File: config.mk
export PLATFORM = sky130hd
export DESIGN_NAME = data_mem
export DESIGN_NICKNAME = d
export VERILOG_FILES = /design/src/hw/lsq_pkg.sv /design/src/hw/data_mem.sv
export SDC_FILE = /design/constraint.sdc
export NUM_CORES = 2
export LEC_CHECK = 0
export ABC_CLOCK_PERIOD_IN_PS = 4300
export BUFFER_PORTS_ARGS = -buffer_cell sky130_fd_sc_hd__buf_4
export CAP_MARGIN = 5
export CELL_PAD_IN_SITES_DETAIL_PLACEMENT = 0
export CELL_PAD_IN_SITES_GLOBAL_PLACEMENT = 1
export CORE_UTILIZATION = 58
export CTS_CLUSTER_SIZE = 16
export DETAILED_ROUTE_END_ITERATION = 10
export GPL_ROUTABILITY_DRIVEN = 1
export PLACE_DENSITY_LB_ADDON = 0.1
export SLEW_MARGIN = 40
export SYNTH_ARGS = -nofsm -noshare
export SYNTH_HDL_FRONTEND = slang
export SYNTH_SLANG_ARGS = --single-unit
File: constraint.sdc
create_clock -name clock -period 4.3 [get_ports clock]
set_clock_uncertainty 0.15 [all_clocks]
set_input_delay 1.29 -clock clock [delete_from_list [all_inputs] [get_ports clock]]
set_output_delay 1.29 -clock clock [all_outputs]
set_load 0.01 [all_outputs]
File: src/hw/lsq_pkg.sv
// whole 32-bit words only; both queue depths must be powers of two matching the index widths
package lsq_pkg;

    //////////////////////////////////////////////////
    // sizes
    //////////////////////////////////////////////////
    localparam int lq_depth  = 4;
    localparam int sq_depth  = 4;
    localparam int lq_idx_w  = 2;
    localparam int sq_idx_w  = 2;
    // wide enough to hold a full store count
    localparam int sq_cnt_w  = 3;
    localparam int addr_w    = 6;
    localparam int data_w    = 32;
    localparam int mem_words = 2 ** addr_w;

    // load slot states
    localparam logic [1:0] ld_wait = 2'd0;
    localparam logic [1:0] ld_mem  = 2'd1;
    localparam logic [1:0] ld_rd   = 2'd2;
    localparam logic [1:0] ld_done = 2'd3;

    //////////////////////////////////////////////////
    // packets
    //////////////////////////////////////////////////
    typedef struct packed {
        logic valid;
        logic is_store;
    } disp_t;

    // slot is a load or a store slot, both index widths are equal
    typedef struct packed {
        logic                valid;
        logic                is_store;
        logic [lq_idx_w-1:0] slot;
        logic [addr_w-1:0]   addr;
        logic [data_w-1:0]   data;
    } exec_t;

    typedef struct packed {
        logic              valid;
        logic              addr_ok;
        logic [addr_w-1:0] addr;
        logic [data_w-1:0] data;
    } sq_entry_t;

    typedef struct packed {
        sq_entry_t [sq_depth-1:0] entries;
        logic [sq_idx_w-1:0]      head;
        logic [sq_cnt_w-1:0]      count;
    } sq_view_t;

    // older counts the stores still queued ahead of this load
    typedef struct packed {
        logic                valid;
        logic                addr_ok;
        logic [1:0]          state;
        logic [addr_w-1:0]   addr;
        logic [sq_idx_w-1:0] sq_tail;
        logic [sq_cnt_w-1:0] older;
    } lq_entry_t;

    typedef struct packed {
        logic              valid;
        logic              write;
        logic [addr_w-1:0] addr;
        logic [data_w-1:0] data;
    } mem_req_t;

    typedef struct packed {
        logic              valid;
        logic [data_w-1:0] data;
    } mem_rsp_t;

    typedef struct packed {
        logic                valid;
        logic [lq_idx_w-1:0] slot;
        logic [data_w-1:0]   value;
    } ld_result_t;

endpackage

File: src/hw/data_mem.sv
// single port, one request per cycle; read data returns one cycle after the request
module data_mem import lsq_pkg::*; (
    input  logic     clock,
    input  logic     rst_n,
    input  mem_req_t mem_req,
    output mem_rsp_t mem_rsp
);

    logic [data_w-1:0] mem [mem_words];

    //////////////////////////////////////////////////
    // word array and read register
    //////////////////////////////////////////////////
    always_ff @(posedge clock or negedge rst_n) begin
        if (!rst_n) begin
            for (int i = 0; i < mem_words; i++) begin
                mem[i] <= '0;
            end
            mem_rsp <= '0;
        end else begin
            if (mem_req.valid && mem_req.write) begin
                mem[mem_req.addr] <= mem_req.data;
            end
            // only reads answer
            mem_rsp.valid <= mem_req.valid && !mem_req.write;
            mem_rsp.data  <= mem[mem_req.addr];
        end
    end

endmodule

==> impl_metrics.yaml <==
outcome:
  outcome: "completed"
worst_setup_path:
  cp_slowest_cell: "nor4_1"
  r2r_slack_ns: 1.46
  critPathArrivalTime_ns: 4.19
  path_max_fanout: 32
  startpoint_type: "input pin"
  crit_type: "input pin to register"
  crit_path_frequent_cell: "buf_4"
  max_stage_delay_ns: 0.76
  worst_setup_path_end_kind: "register"
  critical_path.cell_chain: "buf_8, nor2_4, buf_12, buf_4, a22oi_1, o22ai_1, nor4_1, buf_4, nand3_1, or4_1"
  crit_required_ns: 4.85
cts:
  cts.repair.resized: 0
  cts_buffer_depth: 3
  post-cts-setup-buffer-count: 0
  clk_pin_slew_ns: 0.06
  cts-root-buf: "clkbuf_16"
  cts_buffers: 213
  cts_hold_buf: 0
  cts_tree: "built"
  clkSinkCount: 2081
  htree_levels: 4
  clk_latency_ns: 0.86
logic_synthesis:
  ys.flop_type: "dfrtp_1"
  mappedNetlistNets: 6926
  yosysWarnings: 0
  synthArstFlopShare_pct: 100
  yosysUniqueCellTypes: 60
  synthTopCellsByArea: "dfrtp_1 56%, mux2_2 24%, a22oi_1 2.9%"
  syn_avg_cell_area_sq_um: 13.5
  yosys.area.top_type: "dfrtp_1"
  synth_edf_count: 0
  ys_top_cells_by_count: "2081 x dfrtp_1, 2002 x mux2_2, 357 x a22oi_1"
  netlist.area_leader.share_pct: 56.0
  synth_seq_cells: 2081
  synth_area_sq_um: 93000
  yosysMostFrequentCell: "dfrtp_1"
  ys_seq_area_share_pct: 56.0
  netlist_instances: 6884
worst_hold_path:
  min_path_type: "input pin to asynchronous set/reset pin"
power:
  p_int_mw: 33.4
  pwr_density_cell_nw_per_um2: 421
  seqPwrFrac_pct: 49.5
  p_comb_share_pct: 10.2
  switching_share_pct: 24.9
  power_leakage_nw: 49.5
  ir_worst_vdd_mv: 0.440
  switchingPower_mw: 11.1
  clockPowerShare_pct: 40.3
routing:
  wire_per_inst_um: 31.6
  wirelength_um: 290000
  drtAntennaViolNets: 0
  drcViolationCount: 0
  met3_length_um: 29500
  drtIter0Drc: 6353
  num_vias: 62000
  met1Wirelength_um: 124000
  vias_per_cell: 6.77
  top_layer: "met5"
  first_pass_iters: 6
  wl_met2_um: 127000
global_routing:
  grt_first_pass_wirelength_um: 433000
  grt_max_degree: 122
  grt_pass1_vias: 63600
  grt_usage_pct: 36.1
  antenna_found_initial: 15
  gr-total-overflow: 0
die:
  die_w_um: 402
  dieArea_sq_um: 162000
  core_area_sq_um: 159000
  num_rows: 146
  start_util_pct: 58.6
  ios: 75
  die_y_um: 402
timing:
  slew_headroom_pct: 37.6
  fin_crit_sh_pct: 84.6
  slew_viol_final: 0
  hold_violations: 0
  worst_pin_slew_ns: 0.936
  fin_crit_ns: 3.64
  setup_tns_ns: 0
  rsz0062_at_grt: "no"
  fmax_ghz: 0.275
  setup_viol: 0
placed_design:
  dp_hpwl_um: 186000
  port_buffers: 74
  place_congestion: 0.916
cells_and_area:
  fillCellCount: 11500
  fin_util_pct: 66.7
  nNetsFinal: 6972
  syn_to_final_growth_pct: 13.8
  drive_above_1_share_pct: 42.4
flow_run:
  cap_violations: 0
==> final cells by class <==
class / count / area, sq um / area share, %
clock buffers: 325 / 6200 / 5.86
well taps: 2072 / 2590 / 2.45
repair buffers: 572 / 6270 / 5.92
clock inverters: 52 / 536 / 0.506
diodes: 7 / 17.5 / 0.0165
multi-input cells: 4058 / 38200 / 36.0
inverters: 4 / 22.5 / 0.0213
flip-flops and latches: 2081 / 52100 / 49.2
==> logic make-up (layout without fill, tap and decap cells) <==
kind of cell	after synthesis	in the layout	synth area share, %
other cells	0	7	0
flops	2081	2081	56.0
mux	2350	2350	28.3
buf+inv	745	953	3.65
simple gates	470	470	2.27
compound gates	1238	1238	9.77
==> metrics by stage <==
| stage | instance area [sq um] | setup WS, ns | total power [mW] | std cells | hold WS, ns |
|---|---|---|---|---|---|
| after CTS | 106000 | 0.747 | 44.7 | 9160 | 0.265 |
| after global placement | 98900 | -0.511 | 26.6 | 8782 | 0.314 |
| after detailed placement | 99000 | -0.152 | 26.9 | 8783 | 0.324 |
| after global routing | 106000 | 0.589 | 46.0 | 9165 | 0.269 |
| after floorplan | 93000 | 1.05 | 24.8 | 6884 | 0.302 |
| final | 106000 | 0.661 | 44.5 | 9171 | 0.252 |
==> power by group through the flow <==
stage          sequential [mW]  combinational (mW)  clock [mW]
4_1_cts                   22.0                4.51        18.2
2_1_floorplan             22.1                2.72           0
3_3_place_gp              22.3                4.37           0
5_1_grt                   22.2                4.86        18.9
6_report                  22.0                4.55        18.0
3_5_place_dp              22.4                4.50           0
==> registers in the layout (all words and copies together), names as in the netlist <==
register and count:
mem 2048, mem_rsp 33
==> layer usage <==
metal	global-route usage [%]	vias up
met5	0	-
met4	11.5	6
met3	9.73	580
met2	52.8	2730
met1	52.5	33100
li1	-	25700
==> placed cells by master, fill, tap and decap left out, types with 13 or more instances in the layout <==
cell type,count
a211oi_1,28
a21boi_0,13
a21oi_1,101
a221oi_1,277
a222oi_1,16
a22o_1,52
a22oi_1,357
a31oi_1,18
a32oi_1,14
buf_12,152
buf_4,408
clkbuf_1,68
clkbuf_16,214
clkbuf_8,43
clkinv_2,32
dfrtp_1,2081
mux2_1,126
mux2_2,2002
mux2i_1,209
mux4_2,13
nand2_1,80
nand3_1,16
nand4_1,15
nor2_1,179
nor2_4,70
nor3_1,20
nor4_1,20
o211ai_1,16
o21a_1,13
o21ai_0,99
o22a_1,13
o22ai_1,189
or4_1,15
==> final timing paths <==
check	depth (start not counted)	end	startpoint
worst min-delay path	1	mem[1974]	rst_n
worst max-delay path	10	mem_rsp[12]	mem_req[34]
worst min register to register	1	mem[112]	mem[112]
worst max register to register	7	mem_rsp[18]	mem[1042]
min in group clock	1	mem[112]	mem[112]
max in group asynchronous	4	mem[1704]	rst_n
==> worst max-delay path, delay by kind of cell <==
kind                   cells  cell delay [ns]
AND/OR/NAND/NOR            4             1.48
buffers and inverters      4             0.96
AO/OA/AOI/OAI              2             0.37
Note: power is estimated with default switching activity, not from simulation.
