## src/hw/lsq_pkg.sv

```systemverilog
// whole 32-bit words only; both queue depths must be powers of two matching the index widths
package lsq_pkg;

    //////////////////////////////////////////////////
    // sizes
    //////////////////////////////////////////////////
    localparam int lq_depth  = 4;
    localparam int sq_depth  = 4;
    localparam int lq_idx_w  = 2;
    localparam int sq_idx_w  = 2;
    // wide enough to hold a full store count
    localparam int sq_cnt_w  = 3;
    localparam int addr_w    = 6;
    localparam int data_w    = 32;
    localparam int mem_words = 2 ** addr_w;

    // load slot states
    localparam logic [1:0] ld_wait = 2'd0;
    localparam logic [1:0] ld_mem  = 2'd1;
    localparam logic [1:0] ld_rd   = 2'd2;
    localparam logic [1:0] ld_done = 2'd3;

    //////////////////////////////////////////////////
    // packets
    //////////////////////////////////////////////////
    typedef struct packed {
        logic valid;
        logic is_store;
    } disp_t;

    // slot is a load or a store slot, both index widths are equal
    typedef struct packed {
        logic                valid;
        logic                is_store;
        logic [lq_idx_w-1:0] slot;
        logic [addr_w-1:0]   addr;
        logic [data_w-1:0]   data;
    } exec_t;

    typedef struct packed {
        logic              valid;
        logic              addr_ok;
        logic [addr_w-1:0] addr;
        logic [data_w-1:0] data;
    } sq_entry_t;

    typedef struct packed {
        sq_entry_t [sq_depth-1:0] entries;
        logic [sq_idx_w-1:0]      head;
        logic [sq_cnt_w-1:0]      count;
    } sq_view_t;

    // older counts the stores still queued ahead of this load
    typedef struct packed {
        logic                valid;
        logic                addr_ok;
        logic [1:0]          state;
        logic [addr_w-1:0]   addr;
        logic [sq_idx_w-1:0] sq_tail;
        logic [sq_cnt_w-1:0] older;
    } lq_entry_t;

    typedef struct packed {
        logic              valid;
        logic              write;
        logic [addr_w-1:0] addr;
        logic [data_w-1:0] data;
    } mem_req_t;

    typedef struct packed {
        logic              valid;
        logic [data_w-1:0] data;
    } mem_rsp_t;

    typedef struct packed {
        logic                valid;
        logic [lq_idx_w-1:0] slot;
        logic [data_w-1:0]   value;
    } ld_result_t;

endpackage

```

## src/hw/mem_arbiter.sv

```systemverilog
// requesters must hold a request until granted; one grant per cycle at most
module mem_arbiter import lsq_pkg::*; (
    input  logic     clock,
    input  logic     rst_n,
    input  mem_req_t ld_req,
    input  mem_req_t st_req,
    output logic     ld_gnt,
    output logic     st_gnt,
    output mem_req_t mem_req
);

    // load side won the last contested or single grant
    logic last_ld;

    // on a tie the side that did not win last time goes first
    assign ld_gnt = ld_req.valid && (!st_req.valid || !last_ld);
    assign st_gnt = st_req.valid && !ld_gnt;

    always_comb begin
        if (ld_gnt) begin
            mem_req = ld_req;
        end else if (st_gnt) begin
            mem_req = st_req;
        end else begin
            mem_req = '0;
        end
    end

    always_ff @(posedge clock or negedge rst_n) begin
        if (!rst_n) begin
            last_ld <= 1'b0;
        end else if (ld_gnt || st_gnt) begin
            last_ld <= ld_gnt;
        end
    end

endmodule

```

## config.mk

```make
export PLATFORM = sky130hd
export DESIGN_NAME = mem_arbiter
export DESIGN_NICKNAME = d
export VERILOG_FILES = /design/src/hw/lsq_pkg.sv /design/src/hw/mem_arbiter.sv
export SDC_FILE = /design/constraint.sdc
export NUM_CORES = 1
export LEC_CHECK = 0
export ABC_AREA = 1
export ABC_CLOCK_PERIOD_IN_PS = 800
export BUFFER_PORTS_ARGS = -buffer_cell sky130_fd_sc_hd__buf_2
export CORE_MARGIN = 5
export CORE_UTILIZATION = 24
export DETAILED_ROUTE_END_ITERATION = 8
export PLACE_DENSITY = 0.76
export SYNTH_ARGS = -nofsm -noshare
export SYNTH_HDL_FRONTEND = slang
export SYNTH_SLANG_ARGS = --single-unit
```

## constraint.sdc

```tcl
create_clock -name clock -period 0.8 [get_ports clock]
set_input_delay 0 -clock clock [delete_from_list [all_inputs] [get_ports clock]]
set_output_delay 0 -clock clock [all_outputs]
set_load 0.01 [all_outputs]
```

==> run metrics, run 1 <==
Iteration-0 DRC Markers=41; sequential area share after synthesis=under 10%; remaining antenna violation count=0; critical path's slowest cell=dfrtp_1; crit path time final=1010 ps; share of cells above drive strength 1=~70%; Critical Path Source Type=flip-flop; global-route wire length before repair=roughly 5600 um; pin count of the biggest net entering global routing=24; die height=approximately 64 um; leakage power=between 0.9 and 1 nW; nets=approximately 340; Synth Register Bits=1; most common cell after layout, fill and taps aside=buf_2; max-slew violation count=0; worst r2r path cells=4; std cell rows=19; CP required=approximately 800 ps; flop-to-flop setup slack=-90 ps; fill cell count=293; DP Cell Count=289; Top cell by count, worst path=nand2_4; routed len/inst=12.3 um; Sequential Power Share=5.5%; Max VDD drop=0.000501 V; reg2reg start=last_ld; final std cells w/o fill=290; area of the multi-input gates=692 um^2; GPL Wtd Cong=~0.78; skew final=0 ps; sw power=0.544 mW; Setup Crit Path Kind=flip-flop to primary output; crit path launch=last_ld; maximum clock frequency=993 MHz; kind of cell adding the most delay to the critical path=flip-flops; hold depth=4; Power Dens Cells=726 mW/mm^2; initial antenna violation count=0; post-CTS setup buffers=0; Worst Setup End Kind=primary output; worst hold path class=primary input to primary output; yosys warns=0; CP max stage delay=360 ps; switching part of the total=between 40% and 50%; via count of the first global-routing pass=1404; crit-path cells=nand2_4 -> nand2_4 -> buf_12 -> nand3_1 -> nand2_2 -> buf_2; Vias/cell=roughly 4.8; total global-route track usage=about 15%; die width=64.3 um; Die ar.=0.00414 mm^2; Syn Nets=225; total grt overflow=0; PortBufs=between 100 and 150; num ports=124; outcome=complete, but fails checks; top flop regs=last_ld x1; worst skew pair latency=0 ps; Final Hold Vio Count=0; period utilisation layout=126%; Worst Max-Slew Pin Slew=about 210 ps; Place WS=-232 ps; CP bufs+invs=2; DRC Markers=0; CP Data Arrival Time=between 1000 and 1500 ps; antenna cells=0; FF+latch area=25.0 um^2; CP max FO=21; Synth top area share=55.1%; vias=between 1000 and 1500; most frequent cells in the layout=buf_2 (113), nand3_1 (74), nand2_2 (38), buf_6 (10), buf_4 (5); max reg flops=1; final setup violation count=43; Biggest register=last_ld; Initial Utilization=about a quarter; Comb pwr share=between 90% and 100%; Gate Count Post-Synth=143; Slew headroom=between 80% and 90%; Cell Int Power=0.595 mW; Avg Cell Area, Syn=~5.0 um^2; final WL=3580 um; failing checks=setup timing; worst hold start=ld_req[33]; top cells by area, synth=nand3_1 (55%), nand2_1 (22%), buf_4 (6.4%); cell accounting for the most synthesized area=nand3_1; final worst slack=-207 ps; Levels on crit path=6; Area Growth Syn to Fin=122%; Detail Placement HPWL=2940 um; TritonRoute pass-1 iters=4; core footprint=0.00278 mm^2; Post-Synthesis Cell Area=708 um^2; Cell variety after synth=11; clock network fraction of design power=0%; clock slew seen by the registers of the worst setup and hold paths=0 ps; RSZ-0062 raised after global routing=true; max-cap check violation count=0
worst min-delay path, stage by stage:
cell and delay, ps:
buf_2 70, nand3_1 70, nand2_2 60, buf_6 90
layer usage:
metal	GRT usage (%)	part of all wire [%]	vias up
li1	-	-	721
met1	16.2	35	601
met2	30.8	54	70
met3	3.33	11	0
met4	1.27	0	0
met5	0	0	-
kinds of logic (layout without fill, tap and decap cells):
kind of cell	count (synthesis)	count (layout)	synth area share, %
simple gates	123	123	80.4
flops	1	1	3.53
buf+inv	19	135	16.1
synthesized netlist by cell type, drive strengths merged:
cell     n
inv      2
nand2   44
dfrtp    1
clkbuf   5
buf     12
nand3   78
nor2     1
final timing paths:
check,to
setup / recovery,mem_req[38]
hold / removal,mem_req[33]
setup reg to reg,last_ld
hold reg to reg,last_ld
max in group asynchronous,last_ld
min in group asynchronous,last_ld
layout make-up:
class | count | share of cell area (%)
Inverter | 2 | 0.478
Multi-Input combinational cell | 123 | 44.1
Sequential cell | 1 | 1.59
Tap cell | 31 | 2.47
Timing Repair Buffer | 133 | 51.4
power groups by stage:
stage | Sequential, mW | Clock (mW) | Combinational, mW
after floorplan | 0.0618 | 0 | 0.540
after global placement | 0.0619 | 0 | 0.993
after detailed placement | 0.0623 | 0 | 1.00
after CTS | 0.0623 | 0 | 1.03
after global routing | 0.0630 | 0 | 1.18
final | 0.0624 | 0 | 1.08
repair_timing:
| item | 4_1_cts | 5_1_grt |
|---|---|---|
| hold endpoints to repair | 1 | 0 |
| setup endpoints to repair | 43 | 43 |
| gates resized for setup | 6 | 11 |
| hold buffers | 1 | 0 |
through the flow:
step	TNS [ps]	hold WS [ps]	utilization, %	total power, mW	area, um^2
5_1_grt	-9690	327	56.4	1.24	1570
2_1_floorplan	-1660	-296	-	0.602	803
6_report	-7580	307	56.4	1.14	1570
3_5_place_dp	-8860	-220	52.8	1.06	1470
4_1_cts	-7700	310	54.3	1.09	1510
3_3_place_gp	-8170	-221	52.8	1.05	1470
Power figures use the tool's default switching activity.
==> run 2: changes to the inputs <==
--- a/config.mk
+++ b/config.mk
@@ -7,7 +7,7 @@
 export LEC_CHECK = 0
 export ABC_AREA = 1
 export ABC_CLOCK_PERIOD_IN_PS = 800
-export BUFFER_PORTS_ARGS = -buffer_cell sky130_fd_sc_hd__buf_2
+export BUFFER_PORTS_ARGS = -buffer_cell sky130_fd_sc_hd__clkbuf_2
 export CORE_MARGIN = 5
 export CORE_UTILIZATION = 24
 export DETAILED_ROUTE_END_ITERATION = 8
==> run metrics, run 2 (synthesis results as in run 1) <==
outcome=complete, but fails checks; failing checks=setup timing; crit path time final=about 980 ps; CP max stage delay=380 ps; Area Growth Syn to Fin=118%; design area=between 0.0015 and 0.002 mm^2; clock network fraction of design power=0%; antenna cells=0; via count of the first global-routing pass=1301; Worst Max-Slew Pin Slew=207 ps; Biggest register=last_ld; std cell rows=19; Final TNS setup=-7200 ps; routed len/inst=~12 um; DP Cell Count=289; core footprint=0.00278 mm^2; top flop regs=last_ld x1; most frequent cells in the layout=clkbuf_2 (105), nand3_1 (78), nand2_2 (38), buf_6 (10), buf_2 (8); die width=64.3 um; Iteration-0 DRC Markers=42; period utilisation layout=123%; GPL Wtd Cong=between 0.7 and 0.8; Initial Utilization=25.5%; nets=343; max-slew violation count=0; Top cell by count, worst path=nand2_4; max-cap check violation count=0; share of cells above drive strength 1=about 66%; final worst slack=-184 ps; skew final=0 ps; Slew headroom=86.2%; global-route wire length before repair=5550 um; Critical Path Source Type=flip-flop; total global-route track usage=15.1%; total grt overflow=0; worst hold path class=primary input to primary output; CP Data Arrival Time=980 ps; maximum clock frequency=1020 MHz; clock slew seen by the registers of the worst setup and hold paths=0 ps; WHS=308 ps; Max VDD drop=0.000574 V; Final Hold Vio Count=0; CP max FO=21; max reg flops=1; Cell Int Power=0.592 mW; die height=64.3 um; Worst Setup End Kind=primary output; leakage power=0.965 nW; crit-path cells=nand2_4 -> nand2_4 -> buf_12 -> nand3_1 -> nand2_2 -> buf_2; remaining antenna violation count=0; TritonRoute pass-1 iters=4; most common cell after layout, fill and taps aside=clkbuf_2; vias=1383; worst skew pair latency=0 ps; Die ar.=0.00414 mm^2; RSZ-0062 raised after global routing=true; DRC Markers=0; final core utilization=a little under three fifths; num ports=124; Sequential Power Share=5.5%; area of placed instances=0.00147 mm^2; final WL=3520 um; PortBufs=123; initial antenna violation count=0; Detail Placement HPWL=3010 um; pin count of the biggest net entering global routing=24; Setup Crit Path Kind=flip-flop to primary output; critical path's slowest cell=dfrtp_1; Vias/cell=4.77; final setup violation count=43; CP required=800 ps; Comb pwr share=94.5%; sw power=0.535 mW; final std cells w/o fill=290; switching part of the total=between 40% and 50%; Power Dens Cells=729 mW/mm^2
run 2: cell types whose count changed in the layout (fill, tap and decap cells not counted), sizes merged:
cell,before,now
clkbuf,0,105
buf,132,27
run 2: worst paths after layout:
check                      startpoint     endpoint  slack, ps  cells after the start
setup / recovery              last_ld  mem_req[12]       -180                      6
hold / removal             ld_req[35]  mem_req[35]        310                      4
setup reg to reg              last_ld      last_ld        -70                      4
hold reg to reg               last_ld      last_ld        530                      2
max in group asynchronous       rst_n      last_ld        380                      2
min in group asynchronous       rst_n      last_ld        330                      2
run 2: power by group through the flow:
stage,Combinational (mW),Sequential (mW),Clock [mW]
after floorplan,0.540,0.0618,0
after global placement,0.996,0.0620,0
after detailed placement,1.01,0.0621,0
after CTS,1.02,0.0621,0
after global routing,1.17,0.0636,0
final,1.06,0.0620,0
run 2: repair_timing:
item / in CTS / in global routing
hold buffers: 1 / 0
hold endpoints to repair: 1 / 0
endpoints found under the setup margin: 43 / 43
setup buffers: 0 / 0
resized for setup: 1 / 28
run 2: layout make-up:
cell class | instances | area [um^2]
Fill cell | 292 | 1230
Timing Repair Buffer | 133 | 806
Multi-Input combinational cell | 123 | 669
Tap cell | 31 | 38.8
Sequential cell | 1 | 25.0
Inverter | 2 | 7.51
run 2: through the flow:
step / power [mW] / setup slack (ps)
finish: 1.13 / -184
global placement: 1.06 / -209
CTS: 1.08 / -194
global route: 1.24 / -282
detailed placement: 1.07 / -226
floorplan: 0.602 / -50.6
run 2: worst max-delay path: cells and delay by family (launching register included):
kind	cells	cell delay, ps
buffers and inverters	2	280
AND/OR/NAND/NOR	4	310
flip-flops	1	380
run 2: per-layer routing:
metal,GRT usage (%),vias to the layer above,part of all wire (%)
met1,18.7,590,36
met5,0,-,0
met4,0,0,0
met3,2.80,0,13
li1,-,721,-
met2,28.5,72,51
==> run 3: changes to the inputs <==
--- a/config.mk
+++ b/config.mk
@@ -8,10 +8,13 @@
 export ABC_AREA = 1
 export ABC_CLOCK_PERIOD_IN_PS = 800
 export BUFFER_PORTS_ARGS = -buffer_cell sky130_fd_sc_hd__clkbuf_2
+export CELL_PAD_IN_SITES_DETAIL_PLACEMENT = 2
+export CELL_PAD_IN_SITES_GLOBAL_PLACEMENT = 2
 export CORE_MARGIN = 5
-export CORE_UTILIZATION = 24
+export CORE_UTILIZATION = 10
 export DETAILED_ROUTE_END_ITERATION = 8
-export PLACE_DENSITY = 0.76
+export GPL_ROUTABILITY_DRIVEN = 0
+export PLACE_DENSITY_LB_ADDON = 0.1
 export SYNTH_ARGS = -nofsm -noshare
 export SYNTH_HDL_FRONTEND = slang
 export SYNTH_SLANG_ARGS = --single-unit
==> run metrics, run 3 (synthesis results as in run 1) <==
remaining antenna violation count=0; Max Used Layer=met3; worst r2r path cells=4; final core utilization=25.5%; max-slew violation count=0; Biggest register=last_ld; Power Dens Cells=between 700 and 800 mW/mm^2; total grt overflow=0; max reg flops=1; crit path to=mem_req[33]; total global-route track usage=roughly 11%; Critical Path Source Type=flip-flop; Final Hold Vio Count=0; CP required=800 ps; failing checks=setup timing; Max VDD drop=0.000149 V; Routed met3 length=437 um; most frequent cells in the layout=clkbuf_2 (110), nand3_1 (69), nand2_2 (40), buf_6 (10); reg2reg start=last_ld; max-cap check violation count=0; PortBufs=123; initial antenna violation count=0; global-route wire length before repair=8310 um; leakage power=1.01 nW; maximum clock frequency=958 MHz; met2 routed WL=2700 um; CP max FO=11; std cell rows=30; core footprint=approximately 0.0068 mm^2; vias=1487; worst skew pair latency=0 ps; DRC Markers=0; routed len/inst=15.0 um; skew final=0 ps; DP Cell Count=357; clock slew seen by the registers of the worst setup and hold paths=0 ps; Worst Max-Slew Pin Slew=about 280 ps; final worst slack=-244 ps; final setup violation count=43; Setup Crit Path Kind=flip-flop to primary output; Die ar.=0.00887 mm^2; most common cell after layout, fill and taps aside=clkbuf_2; Iteration-0 DRC Markers=23; Area Growth Syn to Fin=146%; final WL=5410 um; antenna cells=0; WL met1=2270 um; Slew headroom=around four fifths; die width=94.2 um; die height=approximately 94 um; Worst Setup End Kind=primary output; flop-to-flop setup slack=-110 ps; crit path launch=last_ld; nets=around 350; post-CTS setup buffers=0; via count of the first global-routing pass=1650; crit path time final=1040 ps; reg2reg end=last_ld; Place WS=-271 ps; pin count of the biggest net entering global routing=21; num ports=about 120; Detail Placement HPWL=4520 um; top flop regs=last_ld x1; Initial Utilization=10.4%; Vias/cell=4.13; TritonRoute pass-1 iters=4; period utilisation layout=130%; worst hold path class=primary input to primary output; Final TNS setup=-9240 ps; outcome=complete, but fails checks; final std cells w/o fill=360; total design power=1.25 mW; share of cells above drive strength 1=a little under three quarters; CP Data Arrival Time=approximately 1000 ps; RSZ-0062 raised after global routing=true
[run 3: worst min-delay path by stage]
stage	depth (start not counted)	startpoint	end
2_1_floorplan	0	rst_n	last_ld
3_3_place_gp	1	rst_n	last_ld
3_5_place_dp	1	rst_n	last_ld
4_1_cts	4	st_req[38]	mem_req[38]
5_1_grt	4	st_req[35]	mem_req[35]
6_report	4	ld_req[31]	mem_req[31]
[run 3: final cells by class]
cell class	count	area, um^2
inverter	2	7.51
multi-input combinational	123	728
tap	96	120
fill	873	5090
timing repair buffer	138	862
sequential	1	25.0
[run 3: per-stage QoR]
| stage | instance area (um^2) | hold slack, ps |
|---|---|---|
| final | 1740 | 305 |
| after global routing | 1740 | 325 |
| after CTS | 1650 | 311 |
| after detailed placement | 1550 | -221 |
| after global placement | 1550 | -220 |
| after floorplan | 803 | -296 |
[run 3: where the power goes]
group / internal, mW / switching (mW) / leakage (nW)
logic: 0.577 / 0.609 / 0.995
clock network: 0 / 0 / 0
registers: 0.0570 / 0.00580 / 0.0115
[run 3: worst max-delay path, cell delays in order, from the launching register on]
cell and delay (ps):
dfrtp_1 390, nand2_4 130, nand2_8 100, buf_12 160, nand3_1 80, nand2_2 50
buf_2 130
[run 3: layer usage]
metal / GRT usage [%] / vias to the layer above
met1: 14.1 / 683
li1: - / 735
met5: 0 / -
met2: 21.0 / 69
met3: 2.80 / 0
met4: 0 / 0
[run 3: repair_timing]
item	CTS	global route
hold endpoints to repair	1	0
endpoints found under the setup margin	43	43
cloned	1	1
hold buffers	1	0
resized for setup	14	26
pin swaps	2	2
