<file path="config.mk">
export PLATFORM = sky130hd
export DESIGN_NAME = load_queue
export DESIGN_NICKNAME = d
export VERILOG_FILES = /design/src/hw/lsq_pkg.sv /design/src/hw/load_queue.sv
export SDC_FILE = /design/constraint.sdc
export NUM_CORES = 2
export LEC_CHECK = 0
export ABC_AREA = 1
export BUFFER_PORTS_ARGS = -buffer_cell sky130_fd_sc_hd__buf_2
export CAP_MARGIN = 5
export CORE_MARGIN = 1.5
export CORE_UTILIZATION = 55
export DETAILED_ROUTE_END_ITERATION = 6
export HOLD_SLACK_MARGIN = 0.03
export PLACE_DENSITY_LB_ADDON = 0.05
export SLEW_MARGIN = 10
export SYNTH_ARGS = -nofsm -noshare
export SYNTH_HDL_FRONTEND = slang
export SYNTH_SLANG_ARGS = --single-unit
export TNS_END_PERCENT = 30
</file>
<file path="constraint.sdc">
create_clock -name clock -period 3 [get_ports clock]
set_input_delay 0.15 -clock clock [delete_from_list [all_inputs] [get_ports clock]]
set_output_delay 0.15 -clock clock [all_outputs]
set_load 0.01 [all_outputs]
</file>
<file path="src/hw/lsq_pkg.sv">
// whole 32-bit words only; both queue depths must be powers of two matching the index widths
package lsq_pkg;

    //////////////////////////////////////////////////
    // sizes
    //////////////////////////////////////////////////
    localparam int lq_depth  = 4;
    localparam int sq_depth  = 4;
    localparam int lq_idx_w  = 2;
    localparam int sq_idx_w  = 2;
    // wide enough to hold a full store count
    localparam int sq_cnt_w  = 3;
    localparam int addr_w    = 6;
    localparam int data_w    = 32;
    localparam int mem_words = 2 ** addr_w;

    // load slot states
    localparam logic [1:0] ld_wait = 2'd0;
    localparam logic [1:0] ld_mem  = 2'd1;
    localparam logic [1:0] ld_rd   = 2'd2;
    localparam logic [1:0] ld_done = 2'd3;

    //////////////////////////////////////////////////
    // packets
    //////////////////////////////////////////////////
    typedef struct packed {
        logic valid;
        logic is_store;
    } disp_t;

    // slot is a load or a store slot, both index widths are equal
    typedef struct packed {
        logic                valid;
        logic                is_store;
        logic [lq_idx_w-1:0] slot;
        logic [addr_w-1:0]   addr;
        logic [data_w-1:0]   data;
    } exec_t;

    typedef struct packed {
        logic              valid;
        logic              addr_ok;
        logic [addr_w-1:0] addr;
        logic [data_w-1:0] data;
    } sq_entry_t;

    typedef struct packed {
        sq_entry_t [sq_depth-1:0] entries;
        logic [sq_idx_w-1:0]      head;
        logic [sq_cnt_w-1:0]      count;
    } sq_view_t;

    // older counts the stores still queued ahead of this load
    typedef struct packed {
        logic                valid;
        logic                addr_ok;
        logic [1:0]          state;
        logic [addr_w-1:0]   addr;
        logic [sq_idx_w-1:0] sq_tail;
        logic [sq_cnt_w-1:0] older;
    } lq_entry_t;

    typedef struct packed {
        logic              valid;
        logic              write;
        logic [addr_w-1:0] addr;
        logic [data_w-1:0] data;
    } mem_req_t;

    typedef struct packed {
        logic              valid;
        logic [data_w-1:0] data;
    } mem_rsp_t;

    typedef struct packed {
        logic                valid;
        logic [lq_idx_w-1:0] slot;
        logic [data_w-1:0]   value;
    } ld_result_t;

endpackage

</file>
<file path="src/hw/load_queue.sv">
// results leave in program order from the head; one memory read in flight at a time
module load_queue import lsq_pkg::*; (
    input  logic       clock,
    input  logic       rst_n,
    input  disp_t      disp,
    input  exec_t      exec,
    input  sq_view_t   sq_view,
    output mem_req_t   ld_req,
    input  logic       ld_gnt,
    input  mem_rsp_t   mem_rsp,
    output ld_result_t ld_result,
    output logic       lq_credit
);

    lq_entry_t [lq_depth-1:0] ent, n_ent;
    logic [data_w-1:0]        val [lq_depth];
    logic [data_w-1:0]        n_val [lq_depth];
    logic [lq_idx_w-1:0]      lq_head, n_head;
    logic [lq_idx_w-1:0]      lq_tail, n_tail;
    logic [sq_idx_w-1:0]      sq_head_q;
    logic                     rd_pend, n_rd_pend;
    logic                     rd_wait, n_rd_wait;
    logic [lq_idx_w-1:0]      rd_slot, n_rd_slot;
    ld_result_t               n_res;
    logic                     deliver;
    logic                     sq_drain;

    // store head moved, so the oldest queued store has been written
    assign sq_drain = (sq_view.head != sq_head_q);

    assign ld_req = '{valid: rd_pend && !rd_wait, write: 1'b0,
                      addr: ent[rd_slot].addr, data: '0};

    always_comb begin
        logic [sq_cnt_w-1:0] eff;
        logic                all_ok;
        logic                hit;
        logic [sq_idx_w-1:0] pos;
        logic [data_w-1:0]   fwd;
        logic [lq_idx_w-1:0] idx;
        logic                found;
        logic [lq_idx_w-1:0] pick;

        n_ent     = ent;
        n_val     = val;
        n_head    = lq_head;
        n_tail    = lq_tail;
        n_rd_pend = rd_pend;
        n_rd_wait = rd_wait;
        n_rd_slot = rd_slot;
        n_res     = '0;
        deliver   = 1'b0;
        eff       = '0;
        all_ok    = 1'b0;
        hit       = 1'b0;
        pos       = '0;
        fwd       = '0;
        idx       = '0;
        found     = 1'b0;
        pick      = '0;

        //////////////////////////////////////////////////
        // forwarding scan, youngest older store first
        //////////////////////////////////////////////////
        for (int i = 0; i < lq_depth; i++) begin
            eff = ent[i].older;
            if (sq_drain && eff != '0) begin
                eff = eff - 1'b1;
            end
            n_ent[i].older = eff;
            if (ent[i].valid && ent[i].addr_ok && ent[i].state == ld_wait) begin
                all_ok = 1'b1;
                hit    = 1'b0;
                fwd    = '0;
                for (int k = 1; k <= sq_depth; k++) begin
                    if (k <= int'(eff)) begin
                        pos = ent[i].sq_tail - sq_idx_w'(k);
                        if (!sq_view.entries[pos].addr_ok) begin
                            all_ok = 1'b0;
                        end else if (!hit && sq_view.entries[pos].addr == ent[i].addr) begin
                            hit = 1'b1;
                            fwd = sq_view.entries[pos].data;
                        end
                    end
                end
                // an older store without an address keeps the load waiting
                if (all_ok && hit) begin
                    n_ent[i].state = ld_done;
                    n_val[i]       = fwd;
                end else if (all_ok) begin
                    n_ent[i].state = ld_mem;
                end
            end
        end

        if (exec.valid && !exec.is_store) begin
            n_ent[exec.slot].addr_ok = 1'b1;
            n_ent[exec.slot].addr    = exec.addr;
        end

        //////////////////////////////////////////////////
        // memory read
        //////////////////////////////////////////////////
        if (ld_req.valid && ld_gnt) begin
            n_rd_wait = 1'b1;
        end
        if (mem_rsp.valid) begin
            n_ent[rd_slot].state = ld_done;
            n_val[rd_slot]       = mem_rsp.data;
            n_rd_pend            = 1'b0;
            n_rd_wait            = 1'b0;
        end else if (!rd_pend) begin
            // oldest load that missed the store queue
            for (int k = 0; k < lq_depth; k++) begin
                idx = lq_head + lq_idx_w'(k);
                if (!found && ent[idx].valid && ent[idx].state == ld_mem) begin
                    found = 1'b1;
                    pick  = idx;
                end
            end
            if (found) begin
                n_ent[pick].state = ld_rd;
                n_rd_pend         = 1'b1;
                n_rd_slot         = pick;
            end
        end

        // head delivers as soon as its value is known
        if (n_ent[lq_head].valid && n_ent[lq_head].state == ld_done) begin
            deliver              = 1'b1;
            n_res                = '{valid: 1'b1, slot: lq_head, value: n_val[lq_head]};
            n_ent[lq_head].valid = 1'b0;
            n_ent[lq_head].state = ld_wait;
            n_head               = lq_head + 1'b1;
        end

        if (disp.valid && !disp.is_store) begin
            n_ent[lq_tail] = '{valid: 1'b1, addr_ok: 1'b0, state: ld_wait, addr: '0,
                               sq_tail: sq_view.head + sq_view.count[sq_idx_w-1:0],
                               older: sq_view.count};
            n_tail         = lq_tail + 1'b1;
        end
    end

    always_ff @(posedge clock or negedge rst_n) begin
        if (!rst_n) begin
            ent       <= '0;
            lq_head   <= '0;
            lq_tail   <= '0;
            sq_head_q <= '0;
            rd_pend   <= 1'b0;
            rd_wait   <= 1'b0;
            rd_slot   <= '0;
            ld_result <= '0;
            lq_credit <= 1'b0;
        end else begin
            ent       <= n_ent;
            lq_head   <= n_head;
            lq_tail   <= n_tail;
            sq_head_q <= sq_view.head;
            rd_pend   <= n_rd_pend;
            rd_wait   <= n_rd_wait;
            rd_slot   <= n_rd_slot;
            ld_result <= n_res;
            lq_credit <= deliver;
        end
    end

    // load values
    always_ff @(posedge clock) begin
        val <= n_val;
    end

endmodule

</file>
==> flow_results.xml, run 1 <==
<?xml version="1.0" encoding="UTF-8"?>
<metrics>
  <group name="place">
    <metric name="placement.cell_area" unit="um^2">38500</metric>
    <metric name="detailed_place_hpwl" unit="um">129000</metric>
    <metric name="preCtsSetupSlack" unit="ns">-0.421</metric>
    <metric name="globalplace.congestion" unit="">1.11</metric>
    <metric name="portBuffers" unit="">251</metric>
  </group>
  <group name="clock_network">
    <metric name="cts_htree_levels" unit="">1</metric>
    <metric name="clockRootBuffer" unit="">clkbuf_16</metric>
    <metric name="clock-sinks" unit="">233</metric>
    <metric name="cts_made_buffers" unit="">29</metric>
    <metric name="ctsLongestPathBuffers" unit="">3</metric>
  </group>
  <group name="synth">
    <metric name="synth-warning-count" unit="">0</metric>
    <metric name="synthesized_area_per_cell" unit="um^2">5.22</metric>
    <metric name="synth.area.mux_share" unit="">0.00438</metric>
    <metric name="synth_top_family_by_area" unit="">simple AND/OR/NAND/NOR gates</metric>
    <metric name="yosysSeqAreaShare" unit="">0.162</metric>
    <metric name="synthAdderAreaFrac" unit="">0.00664</metric>
    <metric name="synth_compound_area_frac" unit="">0.243</metric>
    <metric name="synthArstFlopShare" unit="">0.451</metric>
    <metric name="synth.lib_cells_used.distinct" unit="">48</metric>
    <metric name="ys_flop_type" unit="">dfxtp_1</metric>
    <metric name="synthSimpleGateAreaFrac" unit="">0.459</metric>
    <metric name="syn-cell-area" unit="um^2">32000</metric>
    <metric name="synth-edff-count" unit="">0</metric>
    <metric name="synth_xor_xnor_area_share" unit="">0.00328</metric>
    <metric name="yosys_register_bits" unit="">233</metric>
    <metric name="syn-instance-count" unit="">6136</metric>
  </group>
  <group name="global_route">
    <metric name="grt_util_all_layers" unit="">0.655</metric>
    <metric name="grt_start_max_net_pins" unit="">148</metric>
    <metric name="grt_overflow_total" unit="">3</metric>
  </group>
  <group name="run_status">
    <metric name="outcome.stop_stage" unit="">global routing (5_1_grt)</metric>
    <metric name="outcome" unit="">did not finish</metric>
    <metric name="tool_error" unit="">[ERROR GRT-0232] Routing congestion too high. Check the congestion heatmap in the GUI.</metric>
  </group>
  <group name="floorplan">
    <metric name="die_span_x" unit="um">244</metric>
    <metric name="row_count" unit="">88</metric>
    <metric name="die_height" unit="um">244</metric>
    <metric name="pin_count" unit="">321</metric>
    <metric name="initial_utilization" unit="">0.556</metric>
  </group>
</metrics>
-- synth_stat cells (3+ instances only) --
cell | instances | area, um^2
nand2_1 | 2377 | 8920
o21ai_0 | 882 | 4410
nand3_1 | 530 | 2650
inv_1 | 428 | 1610
nor2_1 | 350 | 1310
clkbuf_1 | 273 | 1020
a21oi_1 | 187 | 936
o211ai_1 | 179 | 1340
dfxtp_1 | 128 | 2560
nand4_1 | 115 | 719
buf_2 | 111 | 556
dfrtp_1 | 105 | 2630
or2_2 | 100 | 626
o22ai_1 | 74 | 463
buf_4 | 61 | 458
a21boi_0 | 27 | 203
buf_1 | 26 | 97.6
o2111ai_1 | 21 | 184
ha_1 | 17 | 213
mux2i_1 | 14 | 140
nand3b_1 | 14 | 105
o21ai_1 | 14 | 70.1
nand2_2 | 13 | 81.3
inv_2 | 11 | 41.3
o221ai_1 | 10 | 87.6
xor2_1 | 8 | 70.1
buf_6 | 7 | 78.8
nor2_2 | 7 | 43.8
a22oi_1 | 6 | 45.0
nor3_1 | 6 | 30.0
inv_4 | 4 | 25.0
xnor2_1 | 4 | 35.0
clkinv_1 | 3 | 11.3
nand3_2 | 3 | 30.0
nor2_4 | 3 | 33.8
nor4_1 | 3 | 18.8
-- metal layers --
metal / GRT overflow / global-route usage
met1: 0 / 0.681
met2: 1 / 0.883
met3: 0 / 0.377
met4: 2 / 0.671
met5: 0 / 0.114
-- metrics by stage --
stage          TNS (ns)  std cells
4_1_cts           -7.10       7592
3_5_place_dp     -18.51       7435
2_1_floorplan         0       6168
3_3_place_gp     -16.75       7435
-- timing repair --
| item | 4_1_cts |
|---|---|
| hold endpoints to repair | 135 |
| cloned | 10 |
| hold buffers | 41 |
| pin swaps | 64 |
| setup buffers | 54 |
| endpoints found under the setup margin | 147 |
| resized for setup | 255 |
-- cells by family after synthesis --
| group | Yosys count |
|---|---|
| fa+ha+maj | 17 |
| simple gates | 3530 |
| other cells | 1 |
| buf+inv | 925 |
| compound gates | 1404 |
| mux | 14 |
| flops | 233 |
| xor+xnor | 12 |
==> inputs of run 2 (changes only) <==
--- a/config.mk
+++ b/config.mk
@@ -9,10 +9,9 @@
 export BUFFER_PORTS_ARGS = -buffer_cell sky130_fd_sc_hd__buf_2
 export CAP_MARGIN = 5
 export CORE_MARGIN = 1.5
-export CORE_UTILIZATION = 55
+export CORE_UTILIZATION = 40
 export DETAILED_ROUTE_END_ITERATION = 6
-export HOLD_SLACK_MARGIN = 0.03
-export PLACE_DENSITY_LB_ADDON = 0.05
+export PLACE_DENSITY_LB_ADDON = 0.15
 export SLEW_MARGIN = 10
 export SYNTH_ARGS = -nofsm -noshare
 export SYNTH_HDL_FRONTEND = slang
==> constraint.sdc (replaced) <==
create_clock -name clock -period 3.9 [get_ports clock]
set_input_delay 0.195 -clock clock [delete_from_list [all_inputs] [get_ports clock]]
set_output_delay 0.195 -clock clock [all_outputs]
set_load 0.01 [all_outputs]
==> flow_results.xml, run 2 <==
<?xml version="1.0" encoding="UTF-8"?>
<metrics>
  <group name="place">
    <metric name="globalplace.congestion" unit="">1.04</metric>
    <metric name="detailed_place_hpwl" unit="um">119000</metric>
    <metric name="placement.cell_area" unit="um^2">34300</metric>
    <metric name="portBuffers" unit="">251</metric>
  </group>
  <group name="sta">
    <metric name="period_minus_slack" unit="ns">3.77</metric>
    <metric name="relSlewSlack" unit="">0.230</metric>
    <metric name="fin_setup_tns" unit="ns">0</metric>
    <metric name="worst_margin_slew" unit="ns">1.14</metric>
    <metric name="max_transition_viols_final" unit="">0</metric>
    <metric name="final.period_utilization" unit="">0.966</metric>
    <metric name="timing.final.setup_violations" unit="">0</metric>
    <metric name="maxClockFrequency" unit="GHz">0.265</metric>
    <metric name="clock-skew-final" unit="ns">0.0629</metric>
    <metric name="rsz0062_at_grt" unit="">false</metric>
    <metric name="hold_violations" unit="">0</metric>
  </group>
  <group name="setup_path">
    <metric name="timing.critical_path.fanout_max" unit="">27</metric>
    <metric name="worstSetupEndpointType" unit="">flip-flop</metric>
    <metric name="worst-endpoint-required" unit="ns">4.41</metric>
    <metric name="crit_type" unit="">flip-flop to flip-flop</metric>
    <metric name="timing.critical_path.arrival" unit="ns">4.28</metric>
    <metric name="cp-start-kind" unit="">flip-flop</metric>
  </group>
  <group name="cells_and_area">
    <metric name="stdcell_area" unit="um^2">35600</metric>
    <metric name="number_of_flip_flops_under_the_largest_register_name" unit="">128</metric>
    <metric name="drive_above_1_share" unit="">0.103</metric>
    <metric name="regMostFlops" unit="">val</metric>
    <metric name="areaGrowthSynthToFinish" unit="%">11.3</metric>
    <metric name="top_regs" unit="">val: 128 flops, ent: 60 flops, ld_result: 35 flops</metric>
    <metric name="filler_cell_count" unit="">8829</metric>
    <metric name="layout_common_cells" unit="">nand2_1, o21ai_0, nand3_1</metric>
    <metric name="layout.cells.most_common" unit="">nand2_1</metric>
    <metric name="final_nets" unit="">6428</metric>
  </group>
  <group name="synth">
    <metric name="yosysSeqAreaShare" unit="">0.162</metric>
    <metric name="synth.lib_cells_used.distinct" unit="">48</metric>
    <metric name="synth-edff-count" unit="">0</metric>
    <metric name="ys_top_cells_by_count" unit="">nand2_1, o21ai_0, nand3_1</metric>
    <metric name="synthArstFlopShare" unit="">0.451</metric>
    <metric name="synth.top_cells.by_area" unit="">nand2_1, o21ai_0, nand3_1</metric>
    <metric name="yosys_register_bits" unit="">233</metric>
    <metric name="synthesized_area_per_cell" unit="um^2">5.22</metric>
    <metric name="syn-instance-count" unit="">6136</metric>
    <metric name="syn-cell-area" unit="um^2">32000</metric>
    <metric name="ys_flop_type" unit="">dfxtp_1</metric>
    <metric name="synth.top_cell.area_share" unit="">0.279</metric>
    <metric name="synth_most_common_cell" unit="">nand2_1</metric>
    <metric name="synthDominantAreaCellType" unit="">nand2_1</metric>
    <metric name="synth-warning-count" unit="">0</metric>
  </group>
  <group name="hold_path">
    <metric name="hold_path_class" unit="">primary input to flip-flop</metric>
  </group>
  <group name="global_route">
    <metric name="grt_overflow_total" unit="">0</metric>
    <metric name="use_met1" unit="">0.552</metric>
    <metric name="antenna_found_initial" unit="">21</metric>
    <metric name="grt_util_all_layers" unit="">0.384</metric>
    <metric name="use_met2" unit="">0.491</metric>
    <metric name="grt-busiest-layer" unit="">met1</metric>
    <metric name="grt_start_max_net_pins" unit="">255</metric>
    <metric name="first_global_vias" unit="">35200</metric>
    <metric name="global_route_wire_length_before_repair" unit="um">235000</metric>
    <metric name="groute.layer.met3.usage" unit="">0.190</metric>
  </group>
  <group name="drt">
    <metric name="drt-initial-drc-count" unit="">6043</metric>
    <metric name="via_cell_ratio" unit="">5.77</metric>
    <metric name="drcViolationCount" unit="">0</metric>
    <metric name="drt_first_pass_iters" unit="">7</metric>
    <metric name="detail-route-antenna-nets" unit="">0</metric>
    <metric name="routed-via-count" unit="">41800</metric>
    <metric name="wl" unit="um">163000</metric>
    <metric name="detail_route.wl_per_cell" unit="um">22.5</metric>
  </group>
  <group name="clock_network">
    <metric name="cts.clk_slew.worst_paths" unit="ns">0.09</metric>
    <metric name="cts_htree_levels" unit="">1</metric>
    <metric name="clk-insertion-delay-late" unit="ns">0.62</metric>
    <metric name="clock-sinks" unit="">233</metric>
    <metric name="ctsLongestPathBuffers" unit="">3</metric>
    <metric name="postCtsSetupRepairBufs" unit="">0</metric>
    <metric name="clockRootBuffer" unit="">clkbuf_16</metric>
    <metric name="tritoncts_clock_tree" unit="">done</metric>
    <metric name="cts_made_buffers" unit="">28</metric>
  </group>
  <group name="floorplan">
    <metric name="row_count" unit="">103</metric>
    <metric name="core_region_area" unit="um^2">79100</metric>
    <metric name="die_area" unit="um^2">81700</metric>
    <metric name="initial_utilization" unit="">0.405</metric>
    <metric name="die_height" unit="um">286</metric>
    <metric name="pin_count" unit="">321</metric>
    <metric name="die_span_x" unit="um">286</metric>
  </group>
  <group name="power">
    <metric name="power_per_cell_area" unit="nW/um^2">806</metric>
    <metric name="worst_ir_drop_vdd" unit="V">0.000987</metric>
    <metric name="power.static_leakage" unit="nW">17.3</metric>
  </group>
  <group name="job">
    <metric name="drv_cap" unit="">0</metric>
  </group>
  <group name="run_status">
    <metric name="outcome" unit="">finished, final reports clean</metric>
  </group>
</metrics>
[run 2: cell counts after synthesis]
No cell type changed its count.
[run 2: timing repair]
action | 4_1_cts | 5_1_grt
endpoints found under the hold margin | 96 | 0
hold buffers | 28 | 0
endpoints found under the setup margin | 0 | 27
gates resized for setup | 0 | 27
[run 2: final timing paths]
kind                                      from                      end  slack, ns  depth (start not counted)
max in group asynchronous                rst_n  ld_result[27]$_DFF_PN0_       2.80                          3
setup / recovery           ent[18]$_DFFE_PN0P_  ld_result[10]$_DFF_PN0_       0.13                         21
hold reg to reg            rd_wait$_DFFE_PN0P_      rd_wait$_DFFE_PN0P_       0.50                          2
setup reg to reg           ent[18]$_DFFE_PN0P_  ld_result[10]$_DFF_PN0_       0.13                         21
hold / removal                     mem_rsp[28]          val[92]$_DFF_P_       0.01                          5
min in group asynchronous                rst_n   lq_tail[1]$_DFFE_PN0P_       0.20                          2
[run 2: worst max-delay path: stages, from the launching register on]
cell and delay (ns):
dfrtp_4 0.49, inv_2 0.21, buf_12 0.22, nand2_1 0.08, nand3_1 0.11, nand2_1 0.06
nand2_1 0.05, nand2_1 0.06, nor2_1 0.20, nand2_1 0.07, nor2_1 0.10, nand2_1 0.25
nand4_1 0.21, nand2_2 0.28, buf_6 0.34, a21oi_1 0.15, nand2_1 0.24, nand2_1 0.12
nand3_1 0.07, nand2_1 0.08, a21oi_1 0.05, nor2_1 0.18
[run 2: layer usage]
metal  wire, um  share of wire  vias up
met5        429         0.0026        -
met4       4490          0.027        8
met3      28600           0.17      263
met2      59000           0.36     2519
met1      70800           0.43    18900
li1           -              -    20200
[run 2: through the flow]
step / instances / utilization / total power (W) / hold WS (ns) / setup WS (ns)
3_3_place_gp: 7157 / 0.433 / 0.0248 / 0.319 / 0.281
5_1_grt: 7252 / 0.450 / 0.0313 / 0.0207 / 0.00330
2_1_floorplan: 6168 / - / 0.0192 / -0.101 / 0.665
4_1_cts: 7236 / 0.449 / 0.0279 / 0.000492 / 0.213
6_report: 7255 / 0.450 / 0.0287 / 0.0144 / 0.133
3_5_place_dp: 7157 / 0.433 / 0.0250 / 0.338 / 0.233
[run 2: kinds of logic (layout without fill, tap and decap cells)]
| group | Yosys count | count (layout) | synth area share |
|---|---|---|---|
| and+or+nand+nor | 3530 | 3531 | 0.459 |
| xor gates and xnor gates | 12 | 12 | 0.00328 |
| AOI/OAI and AO/OA | 1404 | 1404 | 0.243 |
| buffers and inverters | 925 | 943 | 0.122 |
| other | 1 | 51 | 0.000117 |
| DFF | 233 | 233 | 0.162 |
| adders and majority gates | 17 | 17 | 0.00664 |
| muxes | 14 | 14 | 0.00438 |
[run 2: final cells by class]
type                       instances  area, um^2  share of cell area
multi-input combinational       5011       23200               0.650
sequential                       233        5210               0.146
timing repair buffer             446        3300              0.0925
inverter                         446        1690              0.0474
tap                             1050        1310              0.0369
clock buffer                      44         821              0.0230
clock inverter                     7         110             0.00309
antenna                           18        45.0             0.00126
[run 2: report_power, final]
part	switching (W)	internal (W)
clock	0.00117	0.00158
combinational	0.0153	0.00637
sequential	0.000776	0.00355
total	0.0172	0.0115
Power figures use the tool's default switching activity.
